**src/hdl/mci_cfg.svh**
```systemverilog
// Memory map and sizes for the MCI subordinate. Window sizes must be powers of two and word aligned
`ifndef MCI_CFG_SVH
`define MCI_CFG_SVH

// Bus widths
`define MCI_ADDR_W      32
`define MCI_DATA_W      32
`define MCI_USER_W      8

// Mailbox count and valid-user entries per mailbox
`define MCI_NUM_MBOX    2
`define MCI_MBOX_USERS  5

// Register window with the read-only ID at word 15
`define MCI_REG_BASE    32'h0000_0000
`define MCI_REG_BYTES   64
`define MCI_REG_ID_WORD 15
`define MCI_REG_ID      32'h4D43_4931

// Mailbox i lives at base + i * stride
`define MCI_MBOX_BASE   32'h0008_0000
`define MCI_MBOX_STRIDE 32'h0001_0000
`define MCI_MBOX_BYTES  256

// Local SRAM
`define MCI_SRAM_BASE   32'h0020_0000
`define MCI_SRAM_KB     1
`define MCI_SRAM_BYTES  (`MCI_SRAM_KB * 1024)

// Always-valid mailbox user
`define MCI_DEF_USER    8'hFF

// Targets are regs, SRAM, then the mailboxes
`define MCI_NUM_TGT     (2 + `MCI_NUM_MBOX)

`endif

```
**src/hdl/mci_pkg.sv**
```systemverilog
// Shared MCI types. Field widths follow mci_cfg.svh and change with it
`include "mci_cfg.svh"

package mci_pkg;

    // Bus field vectors
    typedef logic [`MCI_ADDR_W-1:0]   addr_t;
    typedef logic [`MCI_DATA_W-1:0]   data_t;
    typedef logic [`MCI_DATA_W/8-1:0] strb_t;
    typedef logic [`MCI_USER_W-1:0]   user_t;

    // One request as the SoC presents it
    typedef struct packed {
        addr_t addr;
        data_t wdata;
        strb_t wstrb;
        logic  write;
        user_t user;
    } mci_req_t;

    // Response back to the requester
    // Hold high means keep the request stable
    typedef struct packed {
        data_t rdata;
        logic  hold;
        logic  error;
    } mci_rsp_t;

    // Valid-user list of one mailbox
    typedef user_t [`MCI_MBOX_USERS-1:0] mci_user_list_t;

    // One-hot target select
    typedef logic [`MCI_NUM_TGT-1:0] tgt_sel_t;

    // Bit positions inside tgt_sel_t
    // Mailbox i sits at tgt_mbox0 + i
    typedef enum int unsigned {
        tgt_reg   = 0,
        tgt_sram  = 1,
        tgt_mbox0 = 2
    } tgt_e;

endpackage

```
**src/hdl/mci_resp_merge.sv**
```systemverilog
// Assumes a one-hot or empty select. Two live targets would OR their responses together
`timescale 1ns/100ps
`include "mci_cfg.svh"

module mci_resp_merge (
    input  mci_pkg::tgt_sel_t                     tgt_sel,
    input  logic                                  req_miss,
    input  mci_pkg::mci_rsp_t                     reg_rsp,
    input  mci_pkg::mci_rsp_t                     sram_rsp,
    input  mci_pkg::mci_rsp_t [`MCI_NUM_MBOX-1:0] mbox_rsp,
    output mci_pkg::mci_rsp_t                     soc_rsp
);

    localparam int rsp_w = $bits(mci_pkg::mci_rsp_t);

    // AND-OR merge, each response masked by its select bit
    always_comb begin
        soc_rsp = reg_rsp & {rsp_w{tgt_sel[mci_pkg::tgt_reg]}};
        soc_rsp = soc_rsp | (sram_rsp & {rsp_w{tgt_sel[mci_pkg::tgt_sram]}});
        for (int i = 0; i < `MCI_NUM_MBOX; i++) begin
            soc_rsp = soc_rsp | (mbox_rsp[i] & {rsp_w{tgt_sel[mci_pkg::tgt_mbox0 + i]}});
        end
        // Miss leaves rdata and hold at zero
        soc_rsp.error = soc_rsp.error | req_miss;
    end

endmodule

```
**config.mk**
```make
export PLATFORM = sky130hd
export DESIGN_NAME = mci_resp_merge
export DESIGN_NICKNAME = d
export VERILOG_FILES = /design/src/hdl/mci_pkg.sv /design/src/hdl/mci_resp_merge.sv
export VERILOG_INCLUDE_DIRS = /design/src /design/src/hdl
export SDC_FILE = /design/constraint.sdc
export NUM_CORES = 1
export LEC_CHECK = 0
export ABC_AREA = 1
export BUFFER_PORTS_ARGS = -buffer_cell sky130_fd_sc_hd__buf_2
export CAP_MARGIN = 20
export CORE_AREA = 2 2 67 69
export DETAILED_ROUTE_END_ITERATION = 8
export DIE_AREA = 0 0 69 71
export PLACE_DENSITY = 0.71
export REMOVE_ABC_BUFFERS = 1
export SYNTH_ARGS = -nofsm -noshare
export SYNTH_HDL_FRONTEND = slang
export SYNTH_SLANG_ARGS = --single-unit
```
**constraint.sdc**
```tcl
create_clock -name vclk -period 1.2
set_input_delay 0.06 -clock vclk [all_inputs]
set_output_delay 0.06 -clock vclk [all_outputs]
set_load 0.03 [all_outputs]
```
---- After elaboration in Yosys (flattened, before gate mapping) ----
Cells that the tools add are included.
storage, ports and cells
  bits in read-only memories .............. 0
  memories ................................ 0
  bits in latches ......................... 0
  memory bits (writable) .................. 0
  register bits after elaboration ......... 0
operators by class
  bitwise gates (word level) .............. 8
  add/sub/neg operators ................... 0
  order comparisons ....................... 0
  equality and inequality tests ........... 0
  divide/modulo/power cells ............... 0
  shift operators ......................... 0
  multiply operators ...................... 0
  reduce and logical (&&, ||, !) cells .... 0
  multiplexer cells ....................... 0
operators by type and width
  operator    number
  AND 34 bit  4
  OR 34 bit   3
  OR 1 bit    1

---- Depth between registers and ports, before layout ----
  word-level depth ........................ 5
  gate-level depth with buffers ........... 5

---- Worst setup path before layout ----
No wires, ideal clock.
  path kind ............................... input-to-output
  start point ............................. input port tgt_sel[0]
  end point ............................... output port soc_rsp[13] (netlist bit)
  path buffers ............................ 2
  cell stages on the path ................. 4
  required time ........................... 1.140 ns
  data arrival time ....................... 0.661 ns
  path slack .............................. 0.479 ns
  path through ............................ buf_6 clkbuf_8 nand2_1 nand4_1
RTL lines
  what             RTL line              RTL
  start, declared  mci_resp_merge.sv:6   input mci_pkg::tgt_sel_t tgt_sel,
  end, declared    mci_resp_merge.sv:11  output mci_pkg::mci_rsp_t soc_rsp

==> run metrics <==
status complete, no violations; DRT iter0 DRCs 85; port bufs 175; seq_cells 0; final hold viol count 0; crit path time final 828 ps; register area share after synthesis 0%; area of the multi-input gates 734 µm²; DRC Markers 0; RD Place Congestion 0.767; crit-path max FO 17; Setup Buffers After CTS 0; DR vias/cell 4.51; Post-Syn Area 931 µm²; die area 4900 µm²; setup_tns 0 ps; P per Cell Area 446 nW/µm²; average wire per standard cell 10.3 µm; Worst Tran Pin Value 172 ps; Req. time, crit path 1140 ps; Row Count 24; Yosys Warn Count 0; first-pass GRT wire length 6870 µm; Slew Limit Fails 0; unrepaired setup endpoints after global routing false; setup ws final 372 ps; initial core utilization 22.1%; area leader, netlist nand2_1; cells resized by post-CTS repair 0; Die Y 71 µm; Die Span X 69 µm; critical path class input pin to output pin; GRT overflow 0; DRT Pass-1 Iters 4; Max-cap violations 0; Final nets 499; Synth-to-Final Area Change 89.2%; Post-synth top cells 138 x nand2_1, 33 x nand4_1, 14 x buf_6; clock buf count 0; Hold Crit Class input pin to output pin; Total GRT Usage 15.7%; WL final 4200 µm; vias in the first global route 1636; Final Cycle Share 69.0%; Syn Inst Count 192; # IOs 175; largest net degree at the start of global routing 35; non-filler cells, final 408; top post-synthesis cells by area nand2_1 56%, nand4_1 22%, buf_6 17%, clkbuf_8 3.0%, inv_1 1.2%; # setup viols final 0; CP arrival 770 ps; register area 0 µm²; DPL Wire Length 3490 µm; Yosys cell types 7; core box area 4200 µm²; Fill cells 475; fmax 1210 MHz; dpl cells 408; layout cells sized above 1 50.8%; power after layout 786 µW; post-route ant nets 0; top-count cell post-synth nand2_1; Mean Syn Cell Area 4.85 µm²; initial antenna violation count 0; post-synth top area share 55.6%; worst vdd ir 255 µV; ANT cells 0; placed inst area 1760 µm²; critical path capture point type output pin; Pleak 1.10 nW; Max-slew headroom 88.5%; # hold bufs at CTS 0; post-route cell area 1760 µm²; startpoint types input pin; via count 1840; post-place setup slack 372 ps
-- critical path: stages --
cell     delay [ps]
buf_2           110
buf_4           180
nand2_1          70
inv_1            30
nor2_1           90
nand2_1          50
buf_2           170
-- through the flow --
stage                     util (%)  hold WS [ps]
after CTS                     41.9           479
after detailed placement      41.9           476
after global placement        41.9           474
after global routing          41.9           496
after floorplan                  -           387
final                         41.9           475
-- per-layer routing --
layer	vias up	global-route usage, %	share of wire [%]
met1	784	18.8	38
met3	0	1.99	9.6
met2	105	31.0	52
met4	0	1.09	0
met5	-	0	0
li1	951	-	-
-- kinds of logic after synthesis --
family | Yosys count | synth area share [%]
and+or+nand+nor | 173 | 78.9
buffers and inverters | 19 | 21.1
-- cells in the final DEF, fill, tap and decap left out --
| master | instances |
|---|---|
| inv_1 | 3 |
| buf_2 | 175 |
| nand2_1 | 138 |
| buf_12 | 3 |
| nor2_1 | 1 |
| nand2_2 | 1 |
| buf_4 | 2 |
| nand4_1 | 33 |
-- power breakdown --
part           internal [mW]  total, mW  switching, mW
Clock                      0          0              0
Sequential                 0          0              0
Combinational          0.331      0.786          0.455
Total                  0.331      0.786          0.455
-- layout make-up --
class	instances	area share [%]
Timing Repair Buffer	180	54.0
Multi-Input combinational cell	173	41.7
Tap cell	52	3.69
Inverter	3	0.639
-- worst paths after layout --
path   startpoint     endpoint  slack (ps)  cells after the start
min   reg_rsp[16]  soc_rsp[16]         470                      4
max    tgt_sel[1]   soc_rsp[0]         370                      7
(Power assumes the default switching activity.)
