**src/hdl/mci_cfg.svh**
```systemverilog
// Memory map and sizes for the MCI subordinate. Window sizes must be powers of two and word aligned
`ifndef MCI_CFG_SVH
`define MCI_CFG_SVH

// Bus widths
`define MCI_ADDR_W      32
`define MCI_DATA_W      32
`define MCI_USER_W      8

// Mailbox count and valid-user entries per mailbox
`define MCI_NUM_MBOX    2
`define MCI_MBOX_USERS  5

// Register window with the read-only ID at word 15
`define MCI_REG_BASE    32'h0000_0000
`define MCI_REG_BYTES   64
`define MCI_REG_ID_WORD 15
`define MCI_REG_ID      32'h4D43_4931

// Mailbox i lives at base + i * stride
`define MCI_MBOX_BASE   32'h0008_0000
`define MCI_MBOX_STRIDE 32'h0001_0000
`define MCI_MBOX_BYTES  256

// Local SRAM
`define MCI_SRAM_BASE   32'h0020_0000
`define MCI_SRAM_KB     1
`define MCI_SRAM_BYTES  (`MCI_SRAM_KB * 1024)

// Always-valid mailbox user
`define MCI_DEF_USER    8'hFF

// Targets are regs, SRAM, then the mailboxes
`define MCI_NUM_TGT     (2 + `MCI_NUM_MBOX)

`endif

```
**src/hdl/mci_pkg.sv**
```systemverilog
// Shared MCI types. Field widths follow mci_cfg.svh and change with it
`include "mci_cfg.svh"

package mci_pkg;

    // Bus field vectors
    typedef logic [`MCI_ADDR_W-1:0]   addr_t;
    typedef logic [`MCI_DATA_W-1:0]   data_t;
    typedef logic [`MCI_DATA_W/8-1:0] strb_t;
    typedef logic [`MCI_USER_W-1:0]   user_t;

    // One request as the SoC presents it
    typedef struct packed {
        addr_t addr;
        data_t wdata;
        strb_t wstrb;
        logic  write;
        user_t user;
    } mci_req_t;

    // Response back to the requester
    // Hold high means keep the request stable
    typedef struct packed {
        data_t rdata;
        logic  hold;
        logic  error;
    } mci_rsp_t;

    // Valid-user list of one mailbox
    typedef user_t [`MCI_MBOX_USERS-1:0] mci_user_list_t;

    // One-hot target select
    typedef logic [`MCI_NUM_TGT-1:0] tgt_sel_t;

    // Bit positions inside tgt_sel_t
    // Mailbox i sits at tgt_mbox0 + i
    typedef enum int unsigned {
        tgt_reg   = 0,
        tgt_sram  = 1,
        tgt_mbox0 = 2
    } tgt_e;

endpackage

```
**src/hdl/mci_mbox.sv**
```systemverilog
// Mailbox without doorbells. Expects full-word requests, as the decoder only passes those
`timescale 1ns/100ps
`include "mci_cfg.svh"

module mci_mbox (
    input  logic              clk,
    input  logic              rst,
    input  logic              dv,
    input  mci_pkg::mci_req_t req,
    output mci_pkg::mci_rsp_t rsp
);

    localparam int mbox_aw = $clog2(`MCI_MBOX_BYTES);
    localparam int depth   = `MCI_MBOX_BYTES / 4;

    mci_pkg::data_t     mem [depth];
    logic [mbox_aw-3:0] word;
    logic               lock_word;
    logic               lock_q;
    logic               rd_start;
    logic               rd_pend;
    mci_pkg::data_t     rd_data;

    assign word      = req.addr[mbox_aw-1:2];
    // Word 0 is the lock
    assign lock_word = word == '0;
    assign rd_start  = dv & ~req.write & ~rd_pend;

    //////////////////////////////////////////////////////////////////////////////
    // Lock
    //////////////////////////////////////////////////////////////////////////////

    // Read acquires, any write releases
    always_ff @(posedge clk) begin
        if (rst) begin
            lock_q <= 1'b0;
        end else if (dv & req.write & lock_word) begin
            lock_q <= 1'b0;
        end else if (rd_start & lock_word) begin
            lock_q <= 1'b1;
        end
    end

    //////////////////////////////////////////////////////////////////////////////
    // Data words
    //////////////////////////////////////////////////////////////////////////////

    // Writes land only while locked
    always_ff @(posedge clk) begin
        if (dv & req.write & ~lock_word & lock_q) begin
            mem[word] <= req.wdata;
        end
        // Lock read returns the value before the acquire
        if (rd_start) begin
            rd_data <= lock_word ? mci_pkg::data_t'(lock_q) : mem[word];
        end
    end

    always_ff @(posedge clk) begin
        if (rst) begin
            rd_pend <= 1'b0;
        end else begin
            rd_pend <= rd_start;
        end
    end

    always_comb begin
        rsp.rdata = rd_pend ? rd_data : '0;
        rsp.hold  = rd_start;
        rsp.error = dv & req.write & ~lock_word & ~lock_q;
    end

endmodule

```
**config.mk**
```make
export PLATFORM = sky130hd
export DESIGN_NAME = mci_mbox
export DESIGN_NICKNAME = d
export VERILOG_FILES = /design/src/hdl/mci_pkg.sv /design/src/hdl/mci_mbox.sv
export VERILOG_INCLUDE_DIRS = /design/src /design/src/hdl
export SDC_FILE = /design/constraint.sdc
export NUM_CORES = 2
export LEC_CHECK = 0
export BUFFER_PORTS_ARGS = -buffer_cell sky130_fd_sc_hd__buf_2
export CAP_MARGIN = 10
export CORE_MARGIN = 5
export CORE_UTILIZATION = 60
export DETAILED_ROUTE_END_ITERATION = 6
export PLACE_DENSITY = 0.76
export SETUP_SLACK_MARGIN = 0.5
export SKIP_CTS_REPAIR_TIMING = 1
export SLEW_MARGIN = 20
export SYNTH_ARGS = -nofsm -noshare
export SYNTH_HDL_FRONTEND = slang
export SYNTH_SLANG_ARGS = --single-unit
```
**constraint.sdc**
```tcl
create_clock -name clk -period 8.55 [get_ports clk]
set_clock_uncertainty 0.05 [all_clocks]
set_input_delay 1.71 -clock clk [delete_from_list [all_inputs] [get_ports clk]]
set_output_delay 1.71 -clock clk [all_outputs]
set_load 0.005 [all_outputs]
```
### Word level (Yosys, flattened, before mapping)

Memories as Yosys holds them, arrays and structs flattened.
Index checks and enable logic that the tools add are counted.

* bits in registers: 34
* bits in writable memories: 2048
* input port bits: 80
* output and inout bits: 34
* word-level logic and storage cells: 23
* memories: 1

* mux-type cells: 4
* bitwise operators: 12
* reduce and logical (&&, ||, !) cells: 2

Memories
* mem: words 64, width 32, read ports 1, clocked after memory_dff 0, write ports 1, line mci_mbox.sv:16 `mci_pkg::data_t mem [depth];`

Operators with widths (number)
* 2-to-1 mux 32 bit: 1
* AND 1 bit: 8
* zero test 6 bit: 1
* NOT 1 bit: 4
* 2-to-1 mux 1 bit: 3
* OR reduction 2 bit: 1

### Logic depth before layout (Yosys ltp)

* depth after elaboration: 6
* gate-level depth with buffers: 11
* depth with buffers taken out: 6

### Worst setup path before layout

No wires, ideal clock.

* path type: input -> output
* start point: in req[8] (netlist name)
* end point: out rsp[1] (netlist name)
* data arrival time: 4.595 ns
* required time: 6.790 ns
* setup slack: 2.195 ns
* stages: 2
* path buffers: 1
* path through: nor3b_1 buf_4

RTL lines
* start, declared: line mci_mbox.sv:9 `input mci_pkg::mci_req_t req,`
* end, declared: line mci_mbox.sv:10 `output mci_pkg::mci_rsp_t rsp`

### Worst setup path in the final report

* start point: in req[47] (netlist name)
* end point: mem mem[36][8] (netlist name) (enable)

* cells in the longest elaborated chain, start to end: 6

RTL lines
* zero test 6 bit: line mci_mbox.sv:26 `assign lock_word = word == '0;`
* NOT 1 bit: line mci_mbox.sv:50 `if (dv & req.write & ~lock_word & lock_q) begin`
* AND 1 bit (2 in series): line mci_mbox.sv:50
* 2-to-1 mux 1 bit: line mci_mbox.sv:50
* 2-to-1 mux 1 bit (implied by the code): line mci_mbox.sv:51 `mem[word] <= req.wdata;`
* end, declared: line mci_mbox.sv:16

Parallel ways exist; a longest one is shown, timed or not.

==> reports/summary.log <==
INFO  synthesis      synth-compound-area-share=10.39%
INFO  cts            clockRootBuffer=clkbuf_16
INFO  setup_path     endpoint_kind=flip-flop
INFO  synthesis      synth_ff_type=edfxtp_1
INFO  placed_design  port-buffer-count=75
INFO  synthesis      netlist_top_cells_area=edfxtp_1 79%, a221oi_1 5.2%, mux4_2 3.2%
INFO  power          share_comb_of_total_power=5.0%
INFO  synthesis      yosys_warnings=0
INFO  layout         sequential_cell_area=62,470squm
INFO  detailed_routing drt_iter0_drc=7,712
INFO  setup_path     critPathMaxStageDelay=1030ps
INFO  flow_run       drv.max_cap_violation_count=0
INFO  global_route   grt-busiest-layer=met2
INFO  floorplanning  row_count=133
INFO  global_route   antenna_found_initial=4
INFO  setup_path     r2r_setup_slack=4880ps
INFO  setup_path     critPathLaunchType=input port
INFO  detailed_routing number_of_nets_still_failing_antenna_checks_after_routing=0
INFO  power          power.ir.vdd_worst=0.2064mV
INFO  synthesis      avgSynthCellArea=18.60squm
INFO  synthesis      synth_area=78,750squm
INFO  global_route   gr-total-overflow=0
INFO  timing         final-max-slew-violation-count=0
INFO  synthesis      post_synth_xor_area_fraction=0%
INFO  layout         final_net_count=4,423
INFO  placed_design  placement.setup.worst_slack=2231ps
INFO  synthesis      synth_simple_gate_area_share=2.709%
INFO  global_route   grtUsageMet2=46.99%
INFO  power          power.leakage=27.32nW
INFO  synthesis      synthArstFlopShare=0%
INFO  floorplanning  num_io_pins=114
INFO  layout         post-route-cell-area=87,760squm
INFO  global_route   grt_max_degree=115
INFO  power          power.share.switching=21.39%
INFO  detailed_routing detailed_router_iteration_count_before_antenna_repair=6
INFO  synthesis      synth_seq_cells=2,081
INFO  global_route   grt_pass1_wl=309.6mm
INFO  floorplanning  die-width=372.3microns
INFO  global_route   grtUsageMet1=42.55%
INFO  cts            clock_latency_on_the_worst_skew_pair=810ps
INFO  cts            cts-buffers-inserted=192
INFO  synthesis      synth-edff-count=2,079
INFO  outcome        outcome=finished clean
INFO  setup_path     wp_data_required=8970ps
INFO  detailed_routing drt_drc_violations_left=0
INFO  synthesis      yosys.cell_types.count=62
INFO  detailed_routing vias=45,090
INFO  timing         timing.final.crit_share=65.08%
INFO  cts            tritoncts_clock_tree=yes
INFO  detailed_routing routed_wirelength_normalized_by_instance_count=34.51microns
INFO  setup_path     worstPathCellList=buf_8 > or2_2 > nor3_4 > buf_4 > nor3b_1 > and2_1 > nand2_1 > nor2_4 > buf_4
INFO  layout         layout-drive-gt1-share=16.00%
INFO  timing         timing.final.crit_period=5564ps
INFO  floorplanning  floorplan.die.height=372.3microns
INFO  layout         nFillCells=8,076
INFO  synthesis      synth_sequential_area_ratio=79.32%
INFO  detailed_routing route.final.wire_length=216.1mm
INFO  timing         setup_violations=0
INFO  timing         timing.final.hold_violations=0
INFO  power          power_frac_seq=55.0%
INFO  power          p_int=16.08mW
INFO  cts            clkSinkCount=2,081
INFO  min_path       worst_hold_check_path_type=reg2reg
INFO  synthesis      synth_adder_area_share=0%
INFO  timing         worst_slew_pin_slew=1181ps
INFO  setup_path     critPathKind=in2reg
INFO  global_route   grt_use_met3=10.28%
INFO  floorplanning  die_area=138,600squm
INFO  setup_path     timing.critical_path.slowest_stage_cell=nor2_4
INFO  power          power.switching=4.374mW
INFO  cts            cts-root-to-sink-buffers=3
INFO  placed_design  dp_hpwl=114.0mm
INFO  timing         grt_setup_unrepaired=false
INFO  layout         multiInputGateArea=15,490squm
INFO  synthesis      synth_top_area_cell=edfxtp_1
INFO  placed_design  placed_cell_area=81,730squm
INFO  timing         hold_slack=632.2ps
INFO  setup_path     crit_path_frequent_cell=buf_4
INFO  synthesis      cell_count_after_synthesis=4,235
INFO  timing         maximum_operating_frequency=0.1797GHz
INFO  timing         timing.slew.headroom=21.30%
INFO  layout         utilization=67.01%
INFO  timing         final.setup.tns=0ps
INFO  synthesis      synth_mux_area_share=5.704%
INFO  cts            cts.reportedPaths.clkPinSlew=60ps
INFO  floorplanning  initial_utilization=60.13%
INFO  setup_path     timing.critical_path.arrival=5990ps
INFO  setup_path     crit_path_max_fanout=47
INFO  timing         setup_slack=2986ps
INFO  global_route   track_usage=31.26%
INFO  detailed_routing drt-vias-per-instance=7.200
INFO  placed_design  place.gp.congestion=0.8442
INFO  floorplanning  fp.coreArea=131,000squm
INFO  synthesis      post-synth-top-area-fraction=79.27%
INFO  power          power_per_cell_area=233.1nW/um^2
INFO  layout         layout-area-overhead-vs-synth=11.43%
INFO  synthesis      combinational_family_with_the_most_area_after_synthesis=compound AO/OA/AOI/OAI gates
INFO  power          clock_power_share=39.9%
INFO  cts            htree_levels=4
INFO  global_route   via_count_of_the_first_global_routing_pass=44,230
[path summary, 6_finish.rpt]
kind | from | end | cells past startpoint
worst max-delay path | req[47] | mem[36][8] | 9
worst min-delay path | lock_q | lock_q | 2
worst max register to register | lock_q | mem[36][8] | 5
worst min register to register | lock_q | lock_q | 2
[cell usage in the layout (no fill, tap or decap), drive strengths merged, types with 5 or more instances in the layout]
cell,count
nand2,59
nor4,26
mux2i,145
edfxtp,2079
a21oi,53
a221o,14
buf,205
o31a,15
o22ai,83
a22oi,177
o2bb2ai,13
o2111a,13
a22o,10
clkbuf,242
nand3,5
o221ai,33
mux4,111
o21ai,119
nor2,252
nor3,33
conb,31
o211ai,12
and2,38
bufinv,10
a221oi,469
mux2,48
inv,10
o32ai,6
a21o,13
nor2b,7
clkinv,96
or3,26
[critical path: cells and delay by family]
family                 cells  cell delay, ps
buffers and inverters      3            1200
AND/OR/NAND/NOR            6            3040
[cell usage after synthesis (all sizes together) (7+ instances only)]
| cell type | number |
|---|---|
| mux2 | 48 |
| o31a | 15 |
| a21o | 13 |
| clkbuf | 173 |
| mux2i | 145 |
| o22ai | 83 |
| o2bb2ai | 13 |
| nand2 | 59 |
| and2 | 38 |
| nor2 | 252 |
| a22o | 10 |
| nor3 | 33 |
| mux4 | 111 |
| o21ai | 119 |
| a22oi | 177 |
| edfxtp | 2079 |
| a221oi | 469 |
| o221ai | 33 |
| o2111a | 13 |
| nor2b | 7 |
| o211ai | 12 |
| buf | 149 |
| a21oi | 53 |
| or3 | 26 |
| a221o | 14 |
| nor4 | 26 |
[stage by stage]
| stage | total power [mW] | cells |
|---|---|---|
| floorplan | 12.00 | 4265 |
| global placement | 12.44 | 5902 |
| detailed placement | 12.47 | 5903 |
| CTS | 20.45 | 6259 |
| global route | 20.98 | 6261 |
| finish | 20.45 | 6262 |
[logic make-up (layout without fill, tap and decap cells)]
group,count (synthesis),in the layout
other cells,1,33
compound gates,1055,1055
buf+inv,327,567
flops,2081,2081
mux,304,304
simple gates,467,467
[per-layer routing]
metal	vias up	share of wire, %
met2	3771	45
met4	0	5.1
met1	22600	34
met3	657	15
li1	18060	-
met5	-	0
[flip-flops by register name, summed over array words and instances, names as in the netlist]
signal	flops
mem	2047
rd_data	32
lock_q	1
rd_pend	1
[power groups by stage]
stage | combinational, mW | sequential, mW | clock, mW
global route | 1.07 | 11.3 | 8.65
detailed placement | 0.990 | 11.5 | 0
finish | 1.03 | 11.3 | 8.16
CTS | 0.997 | 11.3 | 8.19
floorplan | 0.529 | 11.5 | 0
global placement | 0.964 | 11.5 | 0
[final cells by class]
type	instances	share of cell area, %
Sequential cell	2081	71.19
Clock inverter	115	0.9125
Tap cell	1755	2.502
Timing Repair Buffer	206	1.852
Antenna cell	2	0.005703
Multi-Input combinational cell	1857	17.65
Clock buffer	241	5.854
Inverter	5	0.03279
(Power assumes the default switching activity.)
