## src/hdl/mci_cfg.svh

```systemverilog
// Memory map and sizes for the MCI subordinate. Window sizes must be powers of two and word aligned
`ifndef MCI_CFG_SVH
`define MCI_CFG_SVH

// Bus widths
`define MCI_ADDR_W      32
`define MCI_DATA_W      32
`define MCI_USER_W      8

// Mailbox count and valid-user entries per mailbox
`define MCI_NUM_MBOX    2
`define MCI_MBOX_USERS  5

// Register window with the read-only ID at word 15
`define MCI_REG_BASE    32'h0000_0000
`define MCI_REG_BYTES   64
`define MCI_REG_ID_WORD 15
`define MCI_REG_ID      32'h4D43_4931

// Mailbox i lives at base + i * stride
`define MCI_MBOX_BASE   32'h0008_0000
`define MCI_MBOX_STRIDE 32'h0001_0000
`define MCI_MBOX_BYTES  256

// Local SRAM
`define MCI_SRAM_BASE   32'h0020_0000
`define MCI_SRAM_KB     1
`define MCI_SRAM_BYTES  (`MCI_SRAM_KB * 1024)

// Always-valid mailbox user
`define MCI_DEF_USER    8'hFF

// Targets are regs, SRAM, then the mailboxes
`define MCI_NUM_TGT     (2 + `MCI_NUM_MBOX)

`endif

```

## src/hdl/mci_pkg.sv

```systemverilog
// Shared MCI types. Field widths follow mci_cfg.svh and change with it
`include "mci_cfg.svh"

package mci_pkg;

    // Bus field vectors
    typedef logic [`MCI_ADDR_W-1:0]   addr_t;
    typedef logic [`MCI_DATA_W-1:0]   data_t;
    typedef logic [`MCI_DATA_W/8-1:0] strb_t;
    typedef logic [`MCI_USER_W-1:0]   user_t;

    // One request as the SoC presents it
    typedef struct packed {
        addr_t addr;
        data_t wdata;
        strb_t wstrb;
        logic  write;
        user_t user;
    } mci_req_t;

    // Response back to the requester
    // Hold high means keep the request stable
    typedef struct packed {
        data_t rdata;
        logic  hold;
        logic  error;
    } mci_rsp_t;

    // Valid-user list of one mailbox
    typedef user_t [`MCI_MBOX_USERS-1:0] mci_user_list_t;

    // One-hot target select
    typedef logic [`MCI_NUM_TGT-1:0] tgt_sel_t;

    // Bit positions inside tgt_sel_t
    // Mailbox i sits at tgt_mbox0 + i
    typedef enum int unsigned {
        tgt_reg   = 0,
        tgt_sram  = 1,
        tgt_mbox0 = 2
    } tgt_e;

endpackage

```

## src/hdl/mci_sub_decode.sv

```systemverilog
// Fully combinational decode. Accepts only one request at a time and never holds by itself
`timescale 1ns/100ps
`include "mci_cfg.svh"

module mci_sub_decode (
    input  logic                                        soc_dv,
    input  mci_pkg::mci_req_t                           soc_req,
    input  mci_pkg::mci_user_list_t [`MCI_NUM_MBOX-1:0] mbox_users,
    input  mci_pkg::user_t                              strap_mcu_lsu_user,
    input  mci_pkg::user_t                              strap_mcu_ifu_user,
    input  mci_pkg::user_t                              strap_debug_user,
    output logic                                        reg_dv,
    output logic                                        sram_dv,
    output logic [`MCI_NUM_MBOX-1:0]                    mbox_dv,
    output mci_pkg::tgt_sel_t                           tgt_sel,
    output logic                                        req_miss,
    output logic                                        axi_mcu_req,
    output logic                                        axi_debug_req
);

    // Window bounds
    localparam mci_pkg::addr_t reg_lo  = `MCI_REG_BASE;
    localparam mci_pkg::addr_t reg_hi  = `MCI_REG_BASE + `MCI_REG_BYTES - 1;
    localparam mci_pkg::addr_t sram_lo = `MCI_SRAM_BASE;
    localparam mci_pkg::addr_t sram_hi = `MCI_SRAM_BASE + `MCI_SRAM_BYTES - 1;

    logic                     all_strb;
    logic                     reg_hit;
    logic                     sram_hit;
    logic [`MCI_NUM_MBOX-1:0] mbox_hit;
    logic [`MCI_NUM_MBOX-1:0] mbox_user_ok;
    logic                     debug_disable;
    logic                     debug_force;
    logic                     debug_match;

    //////////////////////////////////////////////////////////////////////////////
    // Privileged users
    //////////////////////////////////////////////////////////////////////////////

    // All zeros turns debug detection off
    assign debug_disable = ~|strap_debug_user;
    // All ones makes every request a debug request
    assign debug_force   = &strap_debug_user;
    assign debug_match   = soc_req.user == strap_debug_user;

    assign axi_debug_req = soc_dv & ((debug_match & ~debug_disable) | debug_force);

    // LSU or IFU strap
    assign axi_mcu_req = soc_dv & ((soc_req.user == strap_mcu_lsu_user) |
                                   (soc_req.user == strap_mcu_ifu_user));

    //////////////////////////////////////////////////////////////////////////////
    // Address windows and qualifiers
    //////////////////////////////////////////////////////////////////////////////

    // Regs and mailboxes take full words only
    assign all_strb = &soc_req.wstrb;

    assign reg_hit  = soc_req.addr inside {[reg_lo:reg_hi]};
    assign sram_hit = soc_req.addr inside {[sram_lo:sram_hi]};

    for (genvar i = 0; i < `MCI_NUM_MBOX; i++) begin : g_mbox
        localparam mci_pkg::addr_t mbox_lo = `MCI_MBOX_BASE + i * `MCI_MBOX_STRIDE;
        localparam mci_pkg::addr_t mbox_hi = mbox_lo + `MCI_MBOX_BYTES - 1;

        assign mbox_hit[i] = soc_req.addr inside {[mbox_lo:mbox_hi]};

        // Listed user, default user or a privileged requester
        always_comb begin
            mbox_user_ok[i] = soc_req.user == `MCI_DEF_USER;
            for (int j = 0; j < `MCI_MBOX_USERS; j++) begin
                mbox_user_ok[i] |= soc_req.user == mbox_users[i][j];
            end
            mbox_user_ok[i] |= axi_mcu_req | axi_debug_req;
        end

        assign mbox_dv[i] = soc_dv & mbox_hit[i] & mbox_user_ok[i] & all_strb;
    end

    // SRAM takes any user and any strobes
    assign sram_dv = soc_dv & sram_hit;
    assign reg_dv  = soc_dv & reg_hit & all_strb;

    //////////////////////////////////////////////////////////////////////////////
    // Select toward the response merger
    //////////////////////////////////////////////////////////////////////////////

    always_comb begin
        tgt_sel                    = '0;
        tgt_sel[mci_pkg::tgt_reg]  = reg_dv;
        tgt_sel[mci_pkg::tgt_sram] = sram_dv;
        for (int i = 0; i < `MCI_NUM_MBOX; i++) begin
            tgt_sel[mci_pkg::tgt_mbox0 + i] = mbox_dv[i];
        end
    end

    // Unmapped or disqualified
    assign req_miss = soc_dv & ~|tgt_sel;

endmodule

```

## config.mk

```make
export PLATFORM = sky130hd
export DESIGN_NAME = mci_sub_decode
export DESIGN_NICKNAME = d
export VERILOG_FILES = /design/src/hdl/mci_pkg.sv /design/src/hdl/mci_sub_decode.sv
export VERILOG_INCLUDE_DIRS = /design/src /design/src/hdl
export SDC_FILE = /design/constraint.sdc
export NUM_CORES = 1
export LEC_CHECK = 0
export ABC_AREA = 1
export BUFFER_PORTS_ARGS = -buffer_cell sky130_fd_sc_hd__buf_2
export CAP_MARGIN = 20
export CORE_UTILIZATION = 40
export DETAILED_ROUTE_END_ITERATION = 12
export PLACE_DENSITY = 0.95
export SYNTH_ARGS = -nofsm -noshare
export SYNTH_HDL_FRONTEND = slang
export SYNTH_SLANG_ARGS = --single-unit
```

## constraint.sdc

```tcl
create_clock -name vclk -period 1.4
set_input_delay 0.07 -clock vclk [all_inputs]
set_output_delay 0.07 -clock vclk [all_outputs]
set_load 0.02 [all_outputs]
```

; ---- Word-level counts from Yosys, hierarchy flattened
; Cells that the tools add are included.
[totals]
register_bits = 0
latchBits = 0
mem_bits_rw = 0
romBits = 0
inputBits = 182
word_cells = 59
mem_count = 0
[op_classes]
add_sub_neg = 0
n_mul = 0
div = 0
magnitude_cmp = 8
n_eq_ne = 14
shift = 0
muxes = 0
bitwise_logic = 28
reduce_logical = 9
[ops]
columns = operator, n
row1 = == test 8 bit, 13
row2 = "greater-or-equal comparator 32 x 20 -> 1 bit, second input constant", 2
row3 = "less-or-equal comparator 32 x 20 -> 1 bit, second input constant", 2
row4 = "greater-or-equal comparator 32 x 1 -> 1 bit, second input constant", 1
row5 = "greater-or-equal comparator 32 x 22 -> 1 bit, second input constant", 1
row6 = "less-or-equal comparator 32 x 22 -> 1 bit, second input constant", 1
row7 = "less-or-equal comparator 32 x 6 -> 1 bit, second input constant", 1
row8 = bitwise OR 1 bit, 15
row9 = AND 1 bit, 13
row10 = "== test 8 bit, second input constant", 1
row11 = AND reduction 8 bit, 1
row12 = OR reduction 8 bit, 1
row13 = logical AND 1 bit, 4
row14 = AND reduction 4 bit, 1
row15 = OR reduction 4 bit, 1
row16 = zero test 1 bit, 1

; ---- Logic depth before layout (Yosys ltp)
[depth]
depth_word = 12
depth_mapped = 14
mapped_depth_nobuf = 13

; ---- Worst setup path after synthesis
; Ideal clock, no wire load.
[synth_timing]
kind = input -> output
startpoint = input port soc_req[0] (netlist bit)
endpoint = output port tgt_sel[2]
arrival_time_ns = 1.447
required_time_ns = 1.330
slack_ns = -0.117
cell_stages = 10
path_buffers = 3
cell_sequence = buf_4 -> buf_6 -> xnor2_1 -> nand2_1 -> nor2_1 -> nand3b_1 -> nand2_1 -> nor2_1 -> a21oi_1 -> buf_4
[synth_via]
elab_chain_cells = 9
elab_cells_between_ends = 23
classes_between = 9 x eq/ne / 14 x bitwise
[synth_lines]
columns = item, line
row1 = start: declaration, mci_sub_decode.sv:7  ; input mci_pkg::mci_req_t soc_req,
row2 = == test 8 bit (on tied branches), --
row3 = bitwise OR 1 bit (5 in series), mci_sub_decode.sv:72  ; mbox_user_ok[i] |= soc_req.user == mbox_users[i][j];
row4 = bitwise OR 1 bit *, mci_sub_decode.sv:74  ; mbox_user_ok[i] |= axi_mcu_req | axi_debug_req;
row5 = AND 1 bit * (2 in series), mci_sub_decode.sv:77  ; assign mbox_dv[i] = soc_dv & mbox_hit[i] & mbox_user_ok[i] & all_strb;
row6 = end: declaration, mci_sub_decode.sv:15  ; output mci_pkg::tgt_sel_t tgt_sel,
; Every way passes the cells marked *; elsewhere a longest branch is shown, timed or not.

; ---- Worst setup path in the final report
[layout_timing]
startpoint = input port soc_req[74] (netlist bit)
endpoint = output port req_miss
[layout_via]
elab_chain_cells = 8
elab_cells_between_ends = 24
classes_between = 8 x order compare / 10 x bitwise / 6 x reduce/logical
[layout_lines]
columns = item, line
row1 = greater-or-equal comparator 32 x 20 -> 1 bit or less-or-equal comparator 32 x 20 -> 1 bit (tied branches), mci_sub_decode.sv:66  ; assign mbox_hit[i] = soc_req.addr inside {[mbox_lo:mbox_hi]};
row2 = logical AND 1 bit, mci_sub_decode.sv:66
row3 = AND 1 bit (3 in series), mci_sub_decode.sv:77
row4 = OR reduction 4 bit *, mci_sub_decode.sv:98  ; assign req_miss = soc_dv & ~|tgt_sel;
row5 = zero test 1 bit *, mci_sub_decode.sv:98
row6 = AND 1 bit *, mci_sub_decode.sv:98
row7 = end: declaration, mci_sub_decode.sv:16  ; output logic req_miss,
; Marks and branches as above.

==> summary.md <==
| Metric | Value |
|---|---|
| Nets | `770` |
| PnR Total Power | `roughly 0.9 mW` |
| Crit path max-delay family | `simple AND/OR/NAND/NOR gates` |
| Worst Path Max Fanout | `3` |
| Synth top area share | `roughly 30%` |
| Non-Filler Instances | `about 660` |
| Flip-flop and latch count | `0` |
| Global-route wire length before repair | `11.15 mm` |
| Port bufs | `154` |
| Ant diodes | `0` |
| Share of layout cells above drive strength 1 | `between 40% and 50%` |
| Xor-xnor portion of the synthesized cell area | `between 20% and 30%` |
| Failing checks | `setup timing` |
| Die H | `about 74 um` |
| HP Class | `input pin to primary output` |
| Worst path max stage delay | `between 150 and 200 ps` |
| Post-Synth Simple-Gate Area | `53.54%` |
| Syn nets | `about 600` |
| Final Util | `between 60% and 70%` |
| Crit-path slowest cell | `buf_4` |
| Starting density of the core | `between 40% and 50%` |
| Fin. Hold Viols | `0` |
| Pwr Density | `about 270 nW/um2` |
| Total die area | `roughly 5500 um2` |
| Worst Setup End Kind | `primary output` |
| Worst-Margin Slew | `330.5 ps` |
| Worst Hold Slack | `around 570 ps` |
| Total wire length | `between 8 and 9 mm` |
| Multi-input logic area | `1869 um2` |
| Register area | `0 um2` |
| Violation count after the first detailed-route iteration | `roughly 140` |
| Number of top-level pins | `193` |
| Mean post-synth cell area | `4.990 um2` |
| Area Overhead vs Synth | `60.51%` |
| DP Wirelength | `about 6.2 mm` |
| Startpoint Class | `input pin` |
| Unrepaired setup endpoints after global routing | `true` |
| Max cap viols | `0` |
| Total negative slack | `-415.5 ps` |
| Core Box Area | `about 5100 um2` |
| Routed Antenna Nets | `0` |
| Synthesized cell area | `2101 um2` |
| Post-synth top cells | `169 x nand2_1, 71 x nor2_1, 49 x inv_1` |
| Final period util | `108.5%` |
| Lkg Pwr | `~2.0 nW` |
| Area leader, netlist | `nand2_1` |
| Tot GR Track Use | `around a quarter` |
| Data arrival, critical path | `roughly 1500 ps` |
| # fillers | `approximately 470` |
| Final setup vio count | `6` |
| Initial antenna violation count | `0` |
| Hold_buf cts | `0` |
| Outcome | `complete, but fails checks` |
| Via count | `~3k` |
| Synthesized instance count | `421` |
| GR Overflow Total | `0` |
| Clock buf count | `0` |
| Peak Freq | `658.3 MHz` |
| Placed cell count | `around 650` |
| Compound-Gate Fraction of Synth Area | `under 10%` |
| Post-Synth Adder-Cell Area | `0%` |
| Buf+Inv Stages, Crit Path | `4` |
| Drt via density | `4.652` |
| Final Max Tran Viols | `0` |
| Req. time, crit path | `between 1000 and 1500 ps` |
| Crit path kind | `input pin to primary output` |
| Crit path cell chain | `buf_2 > nor2_1 > nand2_1 > nor2_2 > inv_1 > nor2_1 > o311ai_0 > buf_4 > nor2_4 > nor2_4 > buf_6` |
| Setup slack after layout | `-119.0 ps` |
| Rows | `26` |
| Max VDD drop | `0.1552 mV` |
| Synth unique cells | `23` |
| Crit path time final | `roughly 1500 ps` |
| Pin count of the biggest net entering global routing | `14` |
| Largest family of logic cells by synthesized area | `simple AND/OR/NAND/NOR gates` |
| Most numerous cell in the Yosys netlist | `nand2_1` |
| Synth warn | `0` |
| Placer Congestion | `~0.85` |
| Slew headroom | `about 78%` |
| Residual DRC | `0` |
| Mux contribution to synthesized area | `0%` |
| Post-synthesis sequential area ratio | `0%` |
| First-pass iteration count of the detailed router | `4` |
| Top cells by area, synth | `nand2_1 30%, xnor2_1 14%, nor2_1 13%` |
| Die X | `about 74 um` |
| Vias in the first global route | `between 2k and 3k` |
| Routed WL per cell | `approximately 12 um` |
path summary, 6_finish.rpt:
kind,start,to,slack [ps],depth (start not counted)
setup / recovery,soc_req[74],req_miss,-120,11
hold / removal,soc_req[64],mbox_dv[0],570,4
per-layer routing:
metal | wire [um] | vias to the layer above | part of all wire, % | GRT usage [%]
li1 | - | 1560 | - | -
met1 | 3219 | 1364 | 40 | 30.32
met2 | 4283 | 115 | 53 | 47.85
met3 | 398 | 13 | 5.0 | 2.439
met4 | 108 | 0 | 1.3 | 5.870
met5 | 0 | - | 0 | 0
layout by cell type, fill, tap and decap left out, drive strengths merged:
cell / Yosys / final
a21oi: 3 / 3
and3: 1 / 1
buf: 19 / 183
clkbuf: 0 / 1
inv: 58 / 58
nand2: 172 / 172
nand3: 11 / 11
nand3b: 1 / 1
nand4: 7 / 7
nor2: 79 / 79
nor3: 5 / 5
nor4: 1 / 1
o21bai: 1 / 1
o311ai: 1 / 1
or2: 1 / 1
xnor2: 33 / 33
xor2: 28 / 28
cell families (layout without fill, tap and decap cells):
logic type	after synthesis	count (layout)
buffers and inverters	77	242
AOI/OAI and AO/OA	5	5
and+or+nand+nor	278	278
xor gates and xnor gates	61	61
metrics by stage:
stage	cell area (um2)	setup WS, ps
floorplan	2110	30.87
global placement	3032	-90.49
detailed placement	3032	-180.0
CTS	3172	-28.79
global route	3372	-184.0
finish	3372	-119.0
worst min-delay path: cells and delay by family:
kind	cells	cell delay (ps)
compound gates	1	50
buf+inv	2	250
simple gates	1	130
repair_timing:
action / CTS / global route
resized for setup: 43 / 34
cloned: 0 / 1
setup buffers: 1 / 3
endpoints found under the setup margin: 7 / 8
pin swaps: 30 / 27
final cells by class:
cell class | instances | area share [%]
Multi-Input combinational cell | 344 | 55.44
Tap cell | 70 | 2.597
Timing Repair Buffer | 184 | 35.06
Inverter | 58 | 6.902
power breakdown:
part | switching [mW] | total [mW] | internal (mW)
combinational | 0.449 | 0.908 | 0.458
clock | 0 | 0 | 0
sequential | 0 | 0 | 0
total | 0.449 | 0.908 | 0.458
No activity file was read; power rests on OpenSTA's default activity.
